`config.mk`:
```
export PLATFORM = sky130hd
export DESIGN_NAME = cgra_conf_reader
export DESIGN_NICKNAME = d
export VERILOG_FILES = /design/src/rtl/cgra_pkg.sv /design/src/rtl/cgra_conf_reader.sv
export SDC_FILE = /design/constraint.sdc
export NUM_CORES = 1
export LEC_CHECK = 0
export BUFFER_PORTS_ARGS = -buffer_cell sky130_fd_sc_hd__buf_2
export CAP_MARGIN = 20
export CORE_ASPECT_RATIO = 1.5
export CORE_MARGIN = 2
export CORE_UTILIZATION = 38
export CTS_CLUSTER_DIAMETER = 200
export DETAILED_ROUTE_END_ITERATION = 10
export PLACE_DENSITY = 0.73
export SETUP_SLACK_MARGIN = 0.1
export SLEW_MARGIN = 20
export SYNTH_ARGS = -nofsm -noshare
export SYNTH_HDL_FRONTEND = slang
export SYNTH_SLANG_ARGS = --single-unit
```
`constraint.sdc`:
```
create_clock -name clk -period 5.8 [get_ports clk]
set_input_delay 1.16 -clock clk [delete_from_list [all_inputs] [get_ports clk]]
set_output_delay 1.16 -clock clk [all_outputs]
set_load 0.005 [all_outputs]
```
`src/rtl/cgra_pkg.sv`:
```
package cgra_pkg;

  // **************************************************
  // Sizes.
  // **************************************************
  localparam int num_threads = 8;
  localparam int fifo_depth = 16;
  localparam int pipe_depth = 3;  // Issue to FIFO write, in steps.

  localparam int pc_w = 5;
  localparam int const_addr_w = 4;
  localparam int inst_depth = num_threads << pc_w;
  localparam int const_depth = num_threads << const_addr_w;
  localparam int fifo_aw = $clog2(fifo_depth);

  typedef logic [2:0]              thread_t;
  typedef logic [pc_w-1:0]         pc_t;
  typedef logic [const_addr_w-1:0] const_addr_t;
  typedef logic [15:0]             data_t;
  typedef logic [15:0]             qty_t;
  typedef logic [7:0]              ign_t;
  typedef logic [7:0]              seq_t;
  typedef logic [fifo_aw-1:0]      fifo_ptr_t;
  typedef logic [fifo_aw:0]        fifo_cnt_t;

  localparam fifo_cnt_t fifo_full = fifo_cnt_t'(fifo_depth);
  localparam fifo_cnt_t fifo_space_min = fifo_cnt_t'(fifo_depth - pipe_depth - 1);

  // **************************************************
  // Encodings and bundles.
  // **************************************************
  typedef enum logic [2:0] {
    op_pass_a, op_add, op_sub, op_mul, op_and, op_or, op_xor, op_max
  } alu_op_e;

  typedef enum logic [2:0] {
    kind_inst, kind_const, kind_pc_max, kind_pc_loop, kind_ignore, kind_qty
  } conf_kind_e;

  typedef struct packed {
    alu_op_e     op;
    logic        b_const;     // Constant replaces inb.
    const_addr_t const_addr;
    logic        emit;        // Result goes to the FIFO.
    logic        out_en;      // Result updates outa.
    logic [5:0]  spare;
  } inst_t;

  typedef struct packed {
    logic [3:0] pe_id;
    conf_kind_e kind;
    thread_t    thread;
    pc_t        addr;
    logic       reserved;
    data_t      data;
  } conf_word_t;

  typedef struct packed {
    thread_t thread;
    data_t   data;
  } result_t;

  typedef struct packed {
    thread_t thread;
    seq_t    seq;
    data_t   data;
  } out_word_t;

  function automatic data_t alu_eval(alu_op_e op, data_t a, data_t b);
    data_t r;
    case (op)
      op_pass_a: r = a;
      op_add:    r = a + b;
      op_sub:    r = a - b;
      op_mul:    r = a * b;  // Low half of the product.
      op_and:    r = a & b;
      op_or:     r = a | b;
      op_xor:    r = a ^ b;
      op_max:    r = (a > b) ? a : b;
      default:   r = a;
    endcase
    return r;
  endfunction

endpackage

```
`src/rtl/cgra_conf_reader.sv`:
```
`timescale 1ns/1ps

module cgra_conf_reader #(
  parameter logic [3:0] PE_ID = 4'd0
) (
  input  logic                 clk,
  input  logic                 rst,
  input  logic                 conf_valid,
  input  cgra_pkg::conf_word_t conf_word,
  output logic                 conf_we,
  output cgra_pkg::conf_kind_e conf_kind,
  output cgra_pkg::thread_t    conf_thread,
  output cgra_pkg::pc_t        conf_addr,
  output cgra_pkg::data_t      conf_data
);

  import cgra_pkg::*;

  logic match;

  assign match = conf_valid && (conf_word.pe_id == PE_ID);  // Words for other PEs drop here.

  always_ff @(posedge clk) begin
    if (rst) begin
      conf_we <= 1'b0;
    end else begin
      conf_we <= match;
    end
  end

  always_ff @(posedge clk) begin
    if (match) begin
      conf_kind   <= conf_word.kind;
      conf_thread <= conf_word.thread;
      conf_addr   <= conf_word.addr;
      conf_data   <= conf_word.data;
    end
  end

  // **************************************************
  // Checks.
  // **************************************************
  a_kind_defined : assert property (
    @(posedge clk) disable iff (rst)
    conf_we |-> (conf_kind inside {kind_inst, kind_const, kind_pc_max,
                                  kind_pc_loop, kind_ignore, kind_qty})
  );

endmodule

```
==> results.md <==
* Pwr Density at 292 nW/um^2
* Top cells by area, synth: edfxtp_1 95%, dfxtp_1 2.3%, or4_1 0.88%
* Setup TNS at 0 ns
* Leakage Power at 0.532 nW
* Slew headroom at 0.781
* Die area at 2650 um^2
* Sw Share at 0.166
* Hold path depth at 1
* Number of synthesized flops with an enable pin at 27
* Top cell type's share of synthesized area at 0.949
* Period Utilization, post-route at 0.352
* Clock share of power at 0.338
* Post-Syn Area at 855 um^2
* CTS tree: yes
* Die extent in x at 42.7 um
* Io pins at 63
* Worst path required time at 4.64 ns
* Slowest cell on crit path: edfxtp_1
* Die Span Y at 62.1 um
* Clock H-tree levels at 1
* Pint at 306 uW
* Final setup vio count at 0
* Layout cell share with drive strength beyond 1 at 0.684
* RSZ-0062 raised after global routing: no
* Status: complete, no violations
* Vias at 527
* Minimum clock period at 2.04 ns
* Yosys cell types at 6
* Setup bufs post-CTS at 0
* Post-DRT Antenna Nets at 0
* Primary FF master, synth: edfxtp_1
* Detailed Routing Iterations Pass 1 at 3
* Worst-margin pin slew at 0.328 ns
* Rows at 21
* GPL Wtd Cong at 0.633
* CP Buf/Inv Count at 1
* Remaining Overflow, GRT at 0
* Core area at 2180 um^2
* Synthesis Warnings at 0
* Cell accounting for the most synthesized area: edfxtp_1
* Combinational share of power at 0.045
* Drt initial violations at 4
* CP cell instances: buf_2
* Largest net degree at the start of global routing at 28
* Syn Inst Count at 32
* Total Wirelength at 1.51 mm
* Top delay family on crit path: flip-flops
* CP Capture Type: output port
* Vias in the first global route at 483
* CP Max Fanout at 1
* Max incr delay on CP at 0.42 ns
* Routed vias/inst at 4.36
* Max-cap violation count at 0
* Avg Cell Area, Syn at 26.7 um^2
* Number of port buffers at 61
* Worst Path Class, Setup: reg2out
* DRC at 0
* Fin util at 0.575
* WL/cell at 12.5 um
* Pins Over Slew Limit at 0
* Filler Cell Count at 193
* Flops & latches, synth at 28
* Top-count cell post-synth: edfxtp_1
* Sequential fraction of the synthesis area at 0.972
* CP Launch Type: flop
* Cts hold-fix bufs at 0
* Post-Syn Nets at 67
* Ant. Diodes at 0
* Global-route wire length before repair at 1.86 mm
* Worst EP arrival at 0.88 ns
* Clock sinks at 28
* Sequential Power Share at 0.617
* GRT Total Usage at 0.105
* Final hold vios at 0
* Hold Startpoint: conf_word[3]
* Initial core utilization at 0.392
* Nets at 134
* Inserted Clock Buffers at 3
* VDD IR max at 0.186 mV
* Max Clock Freq at 490 MHz
* Initial antenna violation count at 0
* Switching pwr at 60.7 uW
* Synth async-reset ratio at 0
* CTS Root Cell: clkbuf_4
* Worst-path clk slew at 0.14 ns
* Area delta synth->final at 46.9%
* Kind of path behind the tightest hold check: in2reg
* Worst Hold End: conf_data[3]
* CTS Buffer Depth at 2
* CTS resizes at 0
[placed cells by master, fill, tap and decap left out]
cell / synthesis / final
buf_4: 0 / 1
nand2b_1: 1 / 1
dfxtp_1: 1 / 1
or4_1: 1 / 1
clkbuf_4: 0 / 3
nor2_1: 1 / 1
nor4_2: 0 / 1
buf_2: 0 / 61
bufinv_16: 0 / 1
edfxtp_1: 27 / 27
[kinds of logic (layout without fill, tap and decap cells)]
family	after synthesis	in the layout	synth area share
buf+inv	0	66	0
flops	28	28	0.972
simple gates	4	4	0.0278
[layout make-up]
cell class / count / area, um^2 / share of cell area
Sequential cell: 28 / 831 / 0.662
Timing Repair Buffer: 62 / 313 / 0.249
Multi-Input combinational cell: 4 / 30.0 / 0.0239
Clock inverter: 1 / 30.0 / 0.0239
Tap cell: 23 / 28.8 / 0.0229
Clock buffer: 3 / 22.5 / 0.0179
[worst max-delay path by stage]
stage                  startpoint       endpoint  slack (ns)  cells after the start
finish               conf_kind[2]   conf_kind[2]        3.76                      1
global route         conf_kind[2]   conf_kind[2]        3.72                      1
CTS                  conf_kind[2]   conf_kind[2]        3.74                      1
detailed placement  conf_word[29]  conf_data[11]        3.54                      4
global placement    conf_word[29]  conf_data[11]        3.57                      4
floorplan           conf_word[29]   conf_addr[0]        1.41                      2
[power groups by stage]
stage | combinational [mW] | clock, mW | sequential, mW
after floorplan | 0.00134 | 0 | 0.232
after CTS | 0.0169 | 0.128 | 0.226
after detailed placement | 0.0169 | 0 | 0.231
after global routing | 0.0183 | 0.134 | 0.227
final | 0.0165 | 0.124 | 0.226
after global placement | 0.0159 | 0 | 0.231
[sequential cells by signal, indices dropped and copies added (netlist names)]
name / count
conf_kind: 3
conf_thread: 3
conf_addr: 5
conf_we: 1
conf_data: 16
[layer usage]
| metal | up-vias | wire, um | global-route usage | share of wire |
|---|---|---|---|---|
| met2 | 29 | 888 | 0.199 | 0.59 |
| li1 | 259 | - | - | - |
| met3 | 4 | 123 | 0.0231 | 0.081 |
| met4 | 0 | 36 | 0.107 | 0.024 |
| met1 | 235 | 463 | 0.0837 | 0.31 |
| met5 | - | 0 | 0 | 0 |
[metrics by stage]
step	instances	power (mW)	area (um^2)	worst slack, ns	hold WS [ns]
2_1_floorplan	32	0.233	855	1.41	1.26
3_3_place_gp	117	0.247	1200	3.57	1.34
3_5_place_dp	117	0.248	1200	3.54	1.34
4_1_cts	121	0.371	1250	3.74	0.984
5_1_grt	121	0.379	1250	3.72	0.977
6_report	121	0.366	1250	3.76	0.998
(Power assumes the default switching activity.)
