`src/rtl/cgra_pkg.sv`:
```
package cgra_pkg;

  // **************************************************
  // Sizes.
  // **************************************************
  localparam int num_threads = 8;
  localparam int fifo_depth = 16;
  localparam int pipe_depth = 3;  // Issue to FIFO write, in steps.

  localparam int pc_w = 5;
  localparam int const_addr_w = 4;
  localparam int inst_depth = num_threads << pc_w;
  localparam int const_depth = num_threads << const_addr_w;
  localparam int fifo_aw = $clog2(fifo_depth);

  typedef logic [2:0]              thread_t;
  typedef logic [pc_w-1:0]         pc_t;
  typedef logic [const_addr_w-1:0] const_addr_t;
  typedef logic [15:0]             data_t;
  typedef logic [15:0]             qty_t;
  typedef logic [7:0]              ign_t;
  typedef logic [7:0]              seq_t;
  typedef logic [fifo_aw-1:0]      fifo_ptr_t;
  typedef logic [fifo_aw:0]        fifo_cnt_t;

  localparam fifo_cnt_t fifo_full = fifo_cnt_t'(fifo_depth);
  localparam fifo_cnt_t fifo_space_min = fifo_cnt_t'(fifo_depth - pipe_depth - 1);

  // **************************************************
  // Encodings and bundles.
  // **************************************************
  typedef enum logic [2:0] {
    op_pass_a, op_add, op_sub, op_mul, op_and, op_or, op_xor, op_max
  } alu_op_e;

  typedef enum logic [2:0] {
    kind_inst, kind_const, kind_pc_max, kind_pc_loop, kind_ignore, kind_qty
  } conf_kind_e;

  typedef struct packed {
    alu_op_e     op;
    logic        b_const;     // Constant replaces inb.
    const_addr_t const_addr;
    logic        emit;        // Result goes to the FIFO.
    logic        out_en;      // Result updates outa.
    logic [5:0]  spare;
  } inst_t;

  typedef struct packed {
    logic [3:0] pe_id;
    conf_kind_e kind;
    thread_t    thread;
    pc_t        addr;
    logic       reserved;
    data_t      data;
  } conf_word_t;

  typedef struct packed {
    thread_t thread;
    data_t   data;
  } result_t;

  typedef struct packed {
    thread_t thread;
    seq_t    seq;
    data_t   data;
  } out_word_t;

  function automatic data_t alu_eval(alu_op_e op, data_t a, data_t b);
    data_t r;
    case (op)
      op_pass_a: r = a;
      op_add:    r = a + b;
      op_sub:    r = a - b;
      op_mul:    r = a * b;  // Low half of the product.
      op_and:    r = a & b;
      op_or:     r = a | b;
      op_xor:    r = a ^ b;
      op_max:    r = (a > b) ? a : b;
      default:   r = a;
    endcase
    return r;
  endfunction

endpackage

```
`src/rtl/cgra_out_fifo.sv`:
```
`timescale 1ns/1ps

module cgra_out_fifo (
  input  logic              clk,
  input  logic              rst,
  input  logic              push,
  input  cgra_pkg::result_t push_data,
  input  logic              pop,
  output cgra_pkg::result_t pop_data,
  output logic              empty,
  output logic              space
);

  import cgra_pkg::*;

  result_t   mem [fifo_depth];
  fifo_ptr_t wr_ptr;
  fifo_ptr_t rd_ptr;
  fifo_cnt_t count;

  always_ff @(posedge clk) begin
    if (push) begin
      mem[wr_ptr] <= push_data;
    end
  end

  always_ff @(posedge clk) begin
    if (rst) begin
      wr_ptr <= '0;
      rd_ptr <= '0;
      count  <= '0;
    end else begin
      if (push) begin
        wr_ptr <= wr_ptr + 1'b1;  // Depth is a power of two, pointers wrap.
      end
      if (pop) begin
        rd_ptr <= rd_ptr + 1'b1;
      end
      case ({push, pop})
        2'b10:   count <= count + 1'b1;
        2'b01:   count <= count - 1'b1;
        default: ;
      endcase
    end
  end

  assign pop_data = mem[rd_ptr];  // Head word is visible before the pop.
  assign empty = (count == '0);
  assign space = (count <= fifo_space_min);  // Room for every item in flight.

  a_no_overflow : assert property (
    @(posedge clk) disable iff (rst)
    push |-> count != fifo_full
  );

  a_no_underflow : assert property (
    @(posedge clk) disable iff (rst)
    pop |-> !empty
  );

endmodule

```
`config.mk`:
```
export PLATFORM = sky130hd
export DESIGN_NAME = cgra_out_fifo
export DESIGN_NICKNAME = d
export VERILOG_FILES = /design/src/rtl/cgra_pkg.sv /design/src/rtl/cgra_out_fifo.sv
export SDC_FILE = /design/constraint.sdc
export NUM_CORES = 1
export LEC_CHECK = 0
export ABC_AREA = 0
export ABC_CLOCK_PERIOD_IN_PS = 2500
export BUFFER_PORTS_ARGS = -buffer_cell sky130_fd_sc_hd__buf_2
export CAP_MARGIN = 40
export CORE_MARGIN = 1.5
export CORE_UTILIZATION = 35
export CTS_BUF_LIST = sky130_fd_sc_hd__clkbuf_8
export DETAILED_ROUTE_END_ITERATION = 8
export GPL_ROUTABILITY_DRIVEN = 0
export PLACE_DENSITY = 0.54
export SLEW_MARGIN = 20
export SYNTH_ARGS = -nofsm -noshare
export SYNTH_HDL_FRONTEND = slang
export SYNTH_SLANG_ARGS = --single-unit
```
`constraint.sdc`:
```
create_clock -name clk -period 2.5 [get_ports clk]
set_input_delay 0 -clock clk [delete_from_list [all_inputs] [get_ports clk]]
set_output_delay 0 -clock clk [all_outputs]
set_load 0.005 [all_outputs]
```
==> flow_metrics.env <==
export IMPL_relSlewSlack_pct=62.1
export IMPL_wire_per_inst_um=23.3
export IMPL_syn_num_nets=559
export IMPL_final_area_um2=14700
export IMPL_layout_commonest_cell="edfxtp_1"
export IMPL_grt_antenna_before_repair=1
export IMPL_path_class="reg2out"
export IMPL_powerDensity_nw_per_um2=760
export IMPL_min_to="wr_ptr[0]"
export IMPL_top_layer_used="met4"
export IMPL_cts_root_buf="clkbuf_8"
export IMPL_ys_async_sr_fraction_pct=0
export IMPL_io_buffers=43
export IMPL_startpoint_type="flop"
export IMPL_finalCriticalPeriod_ps=2450
export IMPL_drt_pass1_iterations=4
export IMPL_tightest_slew_ps=569
export IMPL_drt_iter0_markers=459
export IMPL_hold_slack_ps=335
export IMPL_synthesis_instances=528
export IMPL_synth_warnings=0
export IMPL_wirelength_um=27000
export IMPL_setup_violations_final=0
export IMPL_die_w_um=191
export IMPL_rsz0062_at_grt="true"
export IMPL_status="completed"
export IMPL_core_um2=34600
export IMPL_areaGrowthSynthToFinish_pct=18.9
export IMPL_die_height_um=191
export IMPL_finalPower_mw=11.1
export IMPL_rrSetupSlack_ps=740
export IMPL_drive_gt1_share_pct=34.7
export IMPL_synth_main_ff_cell="edfxtp_1"
export IMPL_r2r_end="count[4]"
export IMPL_finalSetupTns_ps=0
export IMPL_fmax_mhz=409
export IMPL_ant_nets=0
export IMPL_leakage_nw=4.75
export IMPL_final_cells=1157
export IMPL_grt_ovfl_total=0
export IMPL_mostFrequentLayoutCells="304 x edfxtp_1, 95 x mux4_2, 55 x clkbuf_8, 43 x buf_2, 23 x inv_1"
export IMPL_final_nets=691
export IMPL_cts_buffers=54
export IMPL_grt_usage_pct=15.1
export IMPL_fin_worst_skew_ps=14.9
export IMPL_yosysSeqAreaShare_pct=76.8
export IMPL_grt_max_degree=21
export IMPL_slew_viol_final=0
export IMPL_grt_pass1_wl_um=39700
export IMPL_drc=0
export IMPL_endpoint_kind="output pin"
export IMPL_critPathRequiredTime_ps=2500
export IMPL_clk_pin_slew_worst_paths_ps=60
export IMPL_min_path_type="in2reg"
export IMPL_htree_levels=2
export IMPL_synth_edf_count=304
export IMPL_route_met2_wl_um=13600
export IMPL_hold_path_startpoint="push"
export IMPL_vias=5798
export IMPL_netlist_area_um2=12300
export IMPL_maxCapViolations=0
export IMPL_top_level_ports=44
export IMPL_wl_met3_um=1180
export IMPL_peakVddDrop_mv=0.346
export IMPL_worst_path_max_fanout=9
export IMPL_dp_hpwl_um=15000
export IMPL_cts_sinks=321
export IMPL_clk_latency_ps=580
export IMPL_ys_types=32
export IMPL_start_util_pct=35.6
export IMPL_hold_viol=0
export IMPL_whs_path_depth=4
export IMPL_avgSynthCellArea_um2=23.4
export IMPL_clock_path_buffers=3
export IMPL_fin_crit_sh_pct=97.8
export IMPL_placed_cells=1029
export IMPL_via_per_inst=5.01
export IMPL_worstPathArrival_ps=2450
export IMPL_dpl_cell_area_um2=13400
export IMPL_placementRows=68
export IMPL_ys_ff_latch=321
export IMPL_cts_tree="yes"
export IMPL_timing_rr_start="count[1]"
export IMPL_rr_worst_depth=6
export IMPL_grt_pass1_vias=6279
export IMPL_die_area_um2=36400
export IMPL_wl_met1_um=11600
[layer usage]
layer | up-vias | track usage [%]
met5 | - | 0
met4 | 0 | 4.60
met3 | 53 | 2.82
met2 | 148 | 25.9
met1 | 3087 | 19.5
li1 | 2510 | -
[sequential cells by signal, indices dropped and copies added (netlist names), named ones only]
register and cells:
count 5, wr_ptr 4, mem 304, rd_ptr 4
[area by class of cell]
type | instances | area (um2)
Sequential cell | 321 | 9480
Clock inverter | 42 | 220
Tap cell | 455 | 569
Antenna cell | 1 | 2.50
Timing Repair Buffer | 101 | 913
Inverter | 3 | 11.3
Fill cell | 2973 | 20000
Multi-Input combinational cell | 179 | 2710
Clock buffer | 55 | 757
[cells in the mapped netlist, drive strengths merged (2+ instances only)]
| cell | number | area, um2 |
|---|---|---|
| mux2 | 2 | 22.5 |
| nand2 | 3 | 11.3 |
| clkbuf | 9 | 33.8 |
| a31oi | 2 | 12.5 |
| dfxtp | 17 | 340 |
| edfxtp | 304 | 9130 |
| nand4 | 2 | 12.5 |
| nor2b | 4 | 25.0 |
| a21oi | 5 | 25.0 |
| buf | 16 | 105 |
| mux4 | 95 | 2140 |
| nor3 | 2 | 10.0 |
| mux2i | 3 | 30.0 |
| and2 | 16 | 100 |
| nor2 | 14 | 52.6 |
| inv | 3 | 11.3 |
| o21ai | 4 | 20.0 |
| or3 | 2 | 12.5 |
| ha | 8 | 100 |
| xnor2 | 2 | 17.5 |
| xor2 | 7 | 61.3 |
[what timing repair did]
action,in CTS,in global routing
hold buffers,22,0
setup endpoints to repair,18,6
cloned,0,1
hold endpoints to repair,321,0
buffers inserted,4,3
gates resized for setup,1,1
[kinds of logic (layout without fill, tap and decap cells)]
kind of cell | after synthesis | after routing | share of synthesized area (%)
buf+inv | 28 | 201 | 1.22
flops | 321 | 321 | 76.8
simple gates | 49 | 49 | 2.15
fa+ha+maj | 8 | 8 | 0.812
other cells | 0 | 1 | 0
xor+xnor | 9 | 9 | 0.639
compound gates | 13 | 13 | 0.609
mux | 100 | 100 | 17.8
[worst max-delay path by stage]
stage / start / endpoint / slack, ps / cells past startpoint
6_report: flop / pop_data[0] / 50 / 5
5_1_grt: flop / pop_data[0] / -6 / 5
4_1_cts: flop / pop_data[0] / -10 / 4
3_5_place_dp: flop / pop_data[0] / 400 / 4
3_3_place_gp: flop / pop_data[3] / 420 / 4
2_1_floorplan: push / count[4] / 650 / 9
[through the flow]
| step | util (%) | setup slack (ps) |
|---|---|---|
| 2_1_floorplan | - | 649 |
| 3_3_place_gp | 38.6 | 422 |
| 3_5_place_dp | 38.6 | 399 |
| 4_1_cts | 42.2 | -12.9 |
| 5_1_grt | 42.3 | -5.55 |
| 6_report | 42.3 | 55.0 |
[critical path, stage by stage, from the launching register on]
cell and delay (ps):
dfxtp_4 370, buf_6 160, buf_12 160, mux4_2 530, mux4_2 510, buf_2 150
[power by group]
group | internal (mW) | switching, mW
clock | 2.24 | 2.00
sequential | 5.97 | 0.0563
combinational | 0.471 | 0.410
total | 8.68 | 2.47
No activity file was read; power rests on OpenSTA's default activity.
