[src/rtl/cgra_pkg.sv]
package cgra_pkg;

  // **************************************************
  // Sizes.
  // **************************************************
  localparam int num_threads = 8;
  localparam int fifo_depth = 16;
  localparam int pipe_depth = 3;  // Issue to FIFO write, in steps.

  localparam int pc_w = 5;
  localparam int const_addr_w = 4;
  localparam int inst_depth = num_threads << pc_w;
  localparam int const_depth = num_threads << const_addr_w;
  localparam int fifo_aw = $clog2(fifo_depth);

  typedef logic [2:0]              thread_t;
  typedef logic [pc_w-1:0]         pc_t;
  typedef logic [const_addr_w-1:0] const_addr_t;
  typedef logic [15:0]             data_t;
  typedef logic [15:0]             qty_t;
  typedef logic [7:0]              ign_t;
  typedef logic [7:0]              seq_t;
  typedef logic [fifo_aw-1:0]      fifo_ptr_t;
  typedef logic [fifo_aw:0]        fifo_cnt_t;

  localparam fifo_cnt_t fifo_full = fifo_cnt_t'(fifo_depth);
  localparam fifo_cnt_t fifo_space_min = fifo_cnt_t'(fifo_depth - pipe_depth - 1);

  // **************************************************
  // Encodings and bundles.
  // **************************************************
  typedef enum logic [2:0] {
    op_pass_a, op_add, op_sub, op_mul, op_and, op_or, op_xor, op_max
  } alu_op_e;

  typedef enum logic [2:0] {
    kind_inst, kind_const, kind_pc_max, kind_pc_loop, kind_ignore, kind_qty
  } conf_kind_e;

  typedef struct packed {
    alu_op_e     op;
    logic        b_const;     // Constant replaces inb.
    const_addr_t const_addr;
    logic        emit;        // Result goes to the FIFO.
    logic        out_en;      // Result updates outa.
    logic [5:0]  spare;
  } inst_t;

  typedef struct packed {
    logic [3:0] pe_id;
    conf_kind_e kind;
    thread_t    thread;
    pc_t        addr;
    logic       reserved;
    data_t      data;
  } conf_word_t;

  typedef struct packed {
    thread_t thread;
    data_t   data;
  } result_t;

  typedef struct packed {
    thread_t thread;
    seq_t    seq;
    data_t   data;
  } out_word_t;

  function automatic data_t alu_eval(alu_op_e op, data_t a, data_t b);
    data_t r;
    case (op)
      op_pass_a: r = a;
      op_add:    r = a + b;
      op_sub:    r = a - b;
      op_mul:    r = a * b;  // Low half of the product.
      op_and:    r = a & b;
      op_or:     r = a | b;
      op_xor:    r = a ^ b;
      op_max:    r = (a > b) ? a : b;
      default:   r = a;
    endcase
    return r;
  endfunction

endpackage

[src/rtl/cgra_out_drain.sv]
`timescale 1ns/1ps

module cgra_out_drain (
  input  logic                clk,
  input  logic                rst,
  input  logic                drain_en,
  input  logic                empty,
  input  cgra_pkg::result_t   pop_data,
  output logic                pop,
  output logic                out_valid,
  output cgra_pkg::out_word_t out_word
);

  import cgra_pkg::*;

  seq_t seq_cnt [num_threads];

  assign pop = drain_en && !empty;

  always_ff @(posedge clk) begin
    if (rst) begin
      out_valid <= 1'b0;
      for (int t = 0; t < num_threads; t++) begin
        seq_cnt[t] <= '0;
      end
    end else begin
      out_valid <= pop;
      if (pop) begin
        seq_cnt[pop_data.thread] <= seq_cnt[pop_data.thread] + 1'b1;
      end
    end
  end

  // Sequence number is the count before this word.
  always_ff @(posedge clk) begin
    if (pop) begin
      out_word <= '{
        thread: pop_data.thread,
        seq:    seq_cnt[pop_data.thread],
        data:   pop_data.data
      };
    end
  end

endmodule

[config.mk]
export PLATFORM = sky130hd
export DESIGN_NAME = cgra_out_drain
export DESIGN_NICKNAME = d
export VERILOG_FILES = /design/src/rtl/cgra_pkg.sv /design/src/rtl/cgra_out_drain.sv
export SDC_FILE = /design/constraint.sdc
export NUM_CORES = 1
export LEC_CHECK = 0
export ABC_AREA = 1
export BUFFER_PORTS_ARGS = -buffer_cell sky130_fd_sc_hd__buf_2
export CORE_MARGIN = 1.5
export CORE_UTILIZATION = 30
export CTS_CLUSTER_DIAMETER = 150
export DETAILED_ROUTE_END_ITERATION = 8
export GPL_TIMING_DRIVEN = 0
export PLACE_DENSITY = 0.59
export SLEW_MARGIN = 20
export SYNTH_ARGS = -nofsm -noshare
export SYNTH_HDL_FRONTEND = slang
export SYNTH_SLANG_ARGS = --single-unit
[constraint.sdc]
create_clock -name clk -period 3.5 [get_ports clk]
set_clock_uncertainty 0.1 [all_clocks]
set_input_delay 1.05 -clock clk [delete_from_list [all_inputs] [get_ports clk]]
set_output_delay 1.05 -clock clk [all_outputs]
set_load 0.05 [all_outputs]
==> results of run 1 <==
cell type report:
class                      instances  area (µm²)  area share (%)
tap                              176       220.2           4.476
clock buffer                      12       236.5           4.807
buffer                            12       108.9           2.213
sequential                        92        2753           55.95
clock inverter                     4       50.05           1.017
multi-input combinational        256        1169           23.75
inverter                          32       127.6           2.594
timing repair buffer              51       255.2           5.188
final timing paths:
kind	start	endpoint	slack (ns)	cells past startpoint
worst max-delay path	drain_en	pop	0.20	4
worst min-delay path	seq_cnt[3][7]	out_word[23]	0.61	4
worst max register to register	seq_cnt[0][0]	seq_cnt[7][2]	0.95	7
worst min register to register	seq_cnt[3][7]	out_word[23]	0.61	4
per-stage QoR:
stage          util, %  std cells  TNS, ns  setup WS [ns]
2_1_floorplan        -        392        0         0.1762
4_1_cts          36.86        635        0         0.1582
5_1_grt          36.86        635        0        0.07000
6_report         36.86        635        0         0.1976
3_5_place_dp     34.71        619   -1.163        -0.1423
3_3_place_gp     34.67        619  -0.8398        -0.2087
worst min-delay path, stage by stage (launching register included):
cell and delay, ns:
edfxtp_1 0.32, nand2_1 0.05, nand2_1 0.05, nor2_1 0.03, nand2_1 0.12
power by group:
| group | switching, mW | internal, mW | total [mW] |
|---|---|---|---|
| combinational | 0.246 | 0.0723 | 0.318 |
| sequential | 0.0122 | 1.26 | 1.28 |
| clock | 0.391 | 0.553 | 0.943 |
| total | 0.649 | 1.89 | 2.54 |
state kept, by name, indices dropped and copies added (netlist names):
| name | count |
|---|---|
| out_valid | 1 |
| out_word | 27 |
| seq_cnt | 64 |
cells by family (layout without fill, tap and decap cells):
logic type / Yosys count / after routing
adders and majority gates: 1 / 1
buffers and inverters: 44 / 111
and+or+nand+nor: 248 / 248
DFF: 92 / 92
xor gates and xnor gates: 3 / 3
AOI/OAI and AO/OA: 4 / 4
cells in the final DEF, fill, tap and decap left out, types with 2 or more instances in the layout:
cell type / instances
nand2_1: 131
edfxtp_1: 91
nor2_1: 66
buf_2: 51
inv_1: 26
nand3_1: 18
nor2_2: 10
clkbuf_16: 9
nand2_2: 7
buf_6: 6
buf_4: 5
nand4_1: 4
nor2_4: 4
inv_2: 4
clkbuf_1: 4
nand2_4: 2
a21oi_1: 2
xor2_2: 2
layer usage:
metal / share of wire, % / GRT usage [%] / up-vias
li1: - / - / 1392
met1: 45 / 18.82 / 1361
met2: 44 / 21.45 / 125
met3: 8.0 / 3.491 / 24
met4: 3.3 / 6.985 / 0
met5: 0 / 0 / -
==> results.json, run 1 <==
{
  "status": "completed",
  "first_pass_iters": 5,
  "cp_cell_sequence": "buf_2 > inv_1 > nor2_4 > buf_2",
  "synth-seq-cells": 92,
  "cp_data_arrival_time_ns": 2.15,
  "fp.dieH_um": 120.6,
  "viasPerCell": 4.570,
  "layout.nets": 478,
  "worstPathRequired_ns": 2.35,
  "post-synth-top-count-cell": "nand2_1",
  "fmax_mhz": 302.8,
  "cts-resized-gates": 0,
  "synthTopCellsByCount": "nand2_1, edfxtp_1, nor2_1",
  "synth-xor-area-share_pct": 0.9949,
  "cellLeakagePower_nw": 2.048,
  "finalSetupViolCount": 0,
  "ctsHoldBuffers": 0,
  "drtIter0Drc": 248,
  "grt_setup_unrepaired": "false",
  "tightest_slew_ns": 1.033,
  "drc": 0,
  "grt_pass1_wl_mm": 15.20,
  "wirelength_mm": 9.690,
  "synth_mux_area_share_pct": 0,
  "portBuffers": 51,
  "die-area_um2": 14550,
  "dpl_cell_area_um2": 4633,
  "post_cts_buffers": 0,
  "critical-path-max-stage-delay_ns": 0.57,
  "cp_common_cell": "buf_2",
  "synth_area_per_cell_um2": 10.59,
  "clkTransAtPathRegs_ns": 0.06,
  "synthFlopType": "edfxtp_1",
  "maxCapViolCount": 0,
  "area_delta_synth_final_pct": 18.54,
  "synth_top_family_by_area": "simple AND/OR/NAND/NOR gates",
  "fin_area_um2": 4920,
  "final.min_clock_period_ns": 3.302,
  "synth-edff-count": 91,
  "hold_slack_ns": 0.6086,
  "grt_pass1_vias": 2786,
  "start_kind": "primary input",
  "drt.antenna.violating_nets": 0,
  "row_count": 42,
  "cts_made_buffers": 9,
  "gr-total-overflow": 0,
  "clock_sinks": 92,
  "die_x_um": 120.6,
  "synth_area_um2": 4150,
  "ys_seq_area_share_pct": 66.32,
  "via_count": 2902,
  "yosys_warnings": 0,
  "async_flop_share_pct": 0,
  "worstSkewPairLatency_ns": 0.35,
  "initial_core_util_pct": 31.09,
  "ios": 52,
  "final-hold-violation-count": 0,
  "dp_hpwl_mm": 6.700,
  "synthSimpleGateAreaFrac_pct": 26.05,
  "cts_tree": "yes",
  "slew_headroom_pct": 30.91,
  "clock_path_buffers": 2,
  "layout_worst_path_cycle_share_pct": 94.36,
  "drive_gt1_share_pct": 23.97,
  "synth_top_cell_by_area": "edfxtp_1",
  "grt_antenna_before_repair": 0,
  "core_area_um2": 13350,
  "power_mw": 2.539,
  "synthDominantCellAreaShare_pct": 65.84,
  "fillers": 1332,
  "cp_max_fo": 28,
  "htreeDepth": 3,
  "grt_start_max_net_pins": 29,
  "antenna_cells": 0,
  "place.gp.congestion": 0.8919,
  "slowest_stage": "nor2_4",
  "critPathKind": "primary input to output port",
  "hold_class": "flip-flop to flip-flop",
  "drv_slew": 0,
  "path_delay_family": "simple AND/OR/NAND/NOR gates",
  "powerDensity_nw_per_um2": 516.0,
  "synth_compound_area_share_pct": 0.6331,
  "synth_cell_types": 29,
  "synth-adder-area-share_pct": 0.3015,
  "synth_area_leaders": "edfxtp_1, nand2_1, nor2_1, inv_1, nand3_1",
  "track_usage_pct": 14.12,
  "ir_drop_uv": 238.1,
  "cp.buffers_inverters": 3,
  "syn_nets": 416,
  "end_kind": "output port",
  "post_drt_wl_per_cell_um": 15.26,
  "clock-root-buffer": "clkbuf_16",
  "syn_inst": 392
}
(Power assumes the default switching activity.)
==> inputs of run 2 (changes only) <==
Settings changed: RECOVER_POWER from default to 25.
==> results.json, run 2 (synthesized netlist as in run 1, its figures left out) <==
{
  "status": "completed",
  "row_count": 42,
  "viasPerCell": 4.622,
  "utilization_pct": 36.74,
  "cts_made_buffers": 9,
  "hold_slack_ns": 0.6037,
  "multi_input_area_um2": 1159,
  "die_x_um": 120.6,
  "dp_hpwl_mm": 6.700,
  "dpl_cell_area_um2": 4633,
  "portBuffers": 51,
  "ctsHoldBuffers": 0,
  "worstSkewPairLatency_ns": 0.35,
  "place_ws_ns": -0.1423,
  "reg_top3": "seq_cnt: 64 flops, out_word: 27 flops, out_valid: 1 flops",
  "cts_tree": "yes",
  "cellLeakagePower_nw": 2.032,
  "drtIter0Drc": 247,
  "final_cell_mix": "nand2_1, edfxtp_1, nor2_1",
  "largest_register_ffs": 64,
  "clock_path_buffers": 2,
  "place.gp.congestion": 0.8919,
  "setup-tns-final_ns": 0,
  "layout.nets": 478,
  "fin_cells": 635,
  "fin_area_um2": 4903,
  "drive_gt1_share_pct": 22.44,
  "clock-root-buffer": "clkbuf_16",
  "via_count": 2935,
  "cp_common_cell": "buf_2",
  "drv_slew": 0,
  "track_usage_pct": 14.12,
  "core_area_um2": 13350,
  "initial_core_util_pct": 31.09,
  "fillers": 1339,
  "final_common_cell": "nand2_1",
  "start_kind": "primary input",
  "htreeDepth": 3,
  "wirelength_mm": 9.704,
  "grt_pass1_vias": 2786,
  "maxCapViolCount": 0,
  "ir_drop_uv": 238.5,
  "die-area_um2": 14550,
  "cp_max_fo": 28,
  "dp_cells": 619,
  "grt_setup_unrepaired": "false",
  "layout_worst_path_cycle_share_pct": 94.42,
  "slew_headroom_pct": 33.56,
  "powerDensity_nw_per_um2": 517.5,
  "clock_sinks": 92,
  "critPathKind": "primary input to output port",
  "fmax_mhz": 302.6,
  "regArea_um2": 2753,
  "regMostFlops": "seq_cnt",
  "cts-resized-gates": 0,
  "hold_class": "flip-flop to flip-flop",
  "area_delta_synth_final_pct": 18.15,
  "slowest_stage": "nor2_4",
  "grt_start_max_net_pins": 29,
  "final-hold-violation-count": 0,
  "grt_pass1_wl_mm": 15.20,
  "end_kind": "output port",
  "drt.antenna.violating_nets": 0,
  "first_pass_iters": 5,
  "critical-path-max-stage-delay_ns": 0.57,
  "finalSetupViolCount": 0,
  "post_cts_buffers": 0,
  "fp.dieH_um": 120.6,
  "grt_antenna_before_repair": 0,
  "ios": 52,
  "final.min_clock_period_ns": 3.305,
  "drc": 0,
  "power_mw": 2.538,
  "clkTransAtPathRegs_ns": 0.06,
  "cp_cell_sequence": "buf_2 > inv_1 > nor2_4 > buf_2",
  "gr-total-overflow": 0,
  "cp_data_arrival_time_ns": 2.15,
  "tightest_slew_ns": 0.9932,
  "fin_ws_ns": 0.1951,
  "antenna_cells": 0,
  "worstPathRequired_ns": 2.35,
  "post_drt_wl_per_cell_um": 15.28
}
## run 2: cell types whose count changed in the layout (fill, tap and decap cells not counted), sizes merged
cell    previous run  this run
clkbuf            13        18
buf               62        57
## run 2: cell type report
cell class / count / share of cell area (%)
Clock inverter: 4 / 1.021
Tap cell: 176 / 4.491
Inverter: 32 / 2.603
Timing Repair Buffer: 51 / 5.078
Multi-Input combinational cell: 256 / 23.63
Buffer: 12 / 2.220
Sequential cell: 92 / 56.14
Clock buffer: 12 / 4.823
## run 2: where the power goes
group / internal [mW] / switching (mW)
combinational: 0.0706 / 0.245
clock: 0.553 / 0.393
sequential: 1.26 / 0.0124
total: 1.89 / 0.650
## run 2: worst paths after layout
kind,start,to,slack (ns),cells past startpoint
max,drain_en,pop,0.20,4
min,seq_cnt[3][7],out_word[23],0.60,4
max reg2reg,seq_cnt[0][0],seq_cnt[7][2],0.98,7
min reg2reg,seq_cnt[3][7],out_word[23],0.60,4
## run 2: routing by layer
metal / wire length [µm] / global-route usage [%] / share of wire, % / vias to the layer above
met2: 4291 / 21.45 / 44 / 137
met4: 314 / 6.985 / 3.2 / 0
met3: 807 / 3.491 / 8.3 / 24
met5: 0 / 0 / 0 / -
li1: - / - / - / 1393
met1: 4291 / 18.82 / 44 / 1381
## run 2: critical path: cells and delay by family
family	cells	cell delay [ns]
buf+inv	3	0.53
simple gates	1	0.57
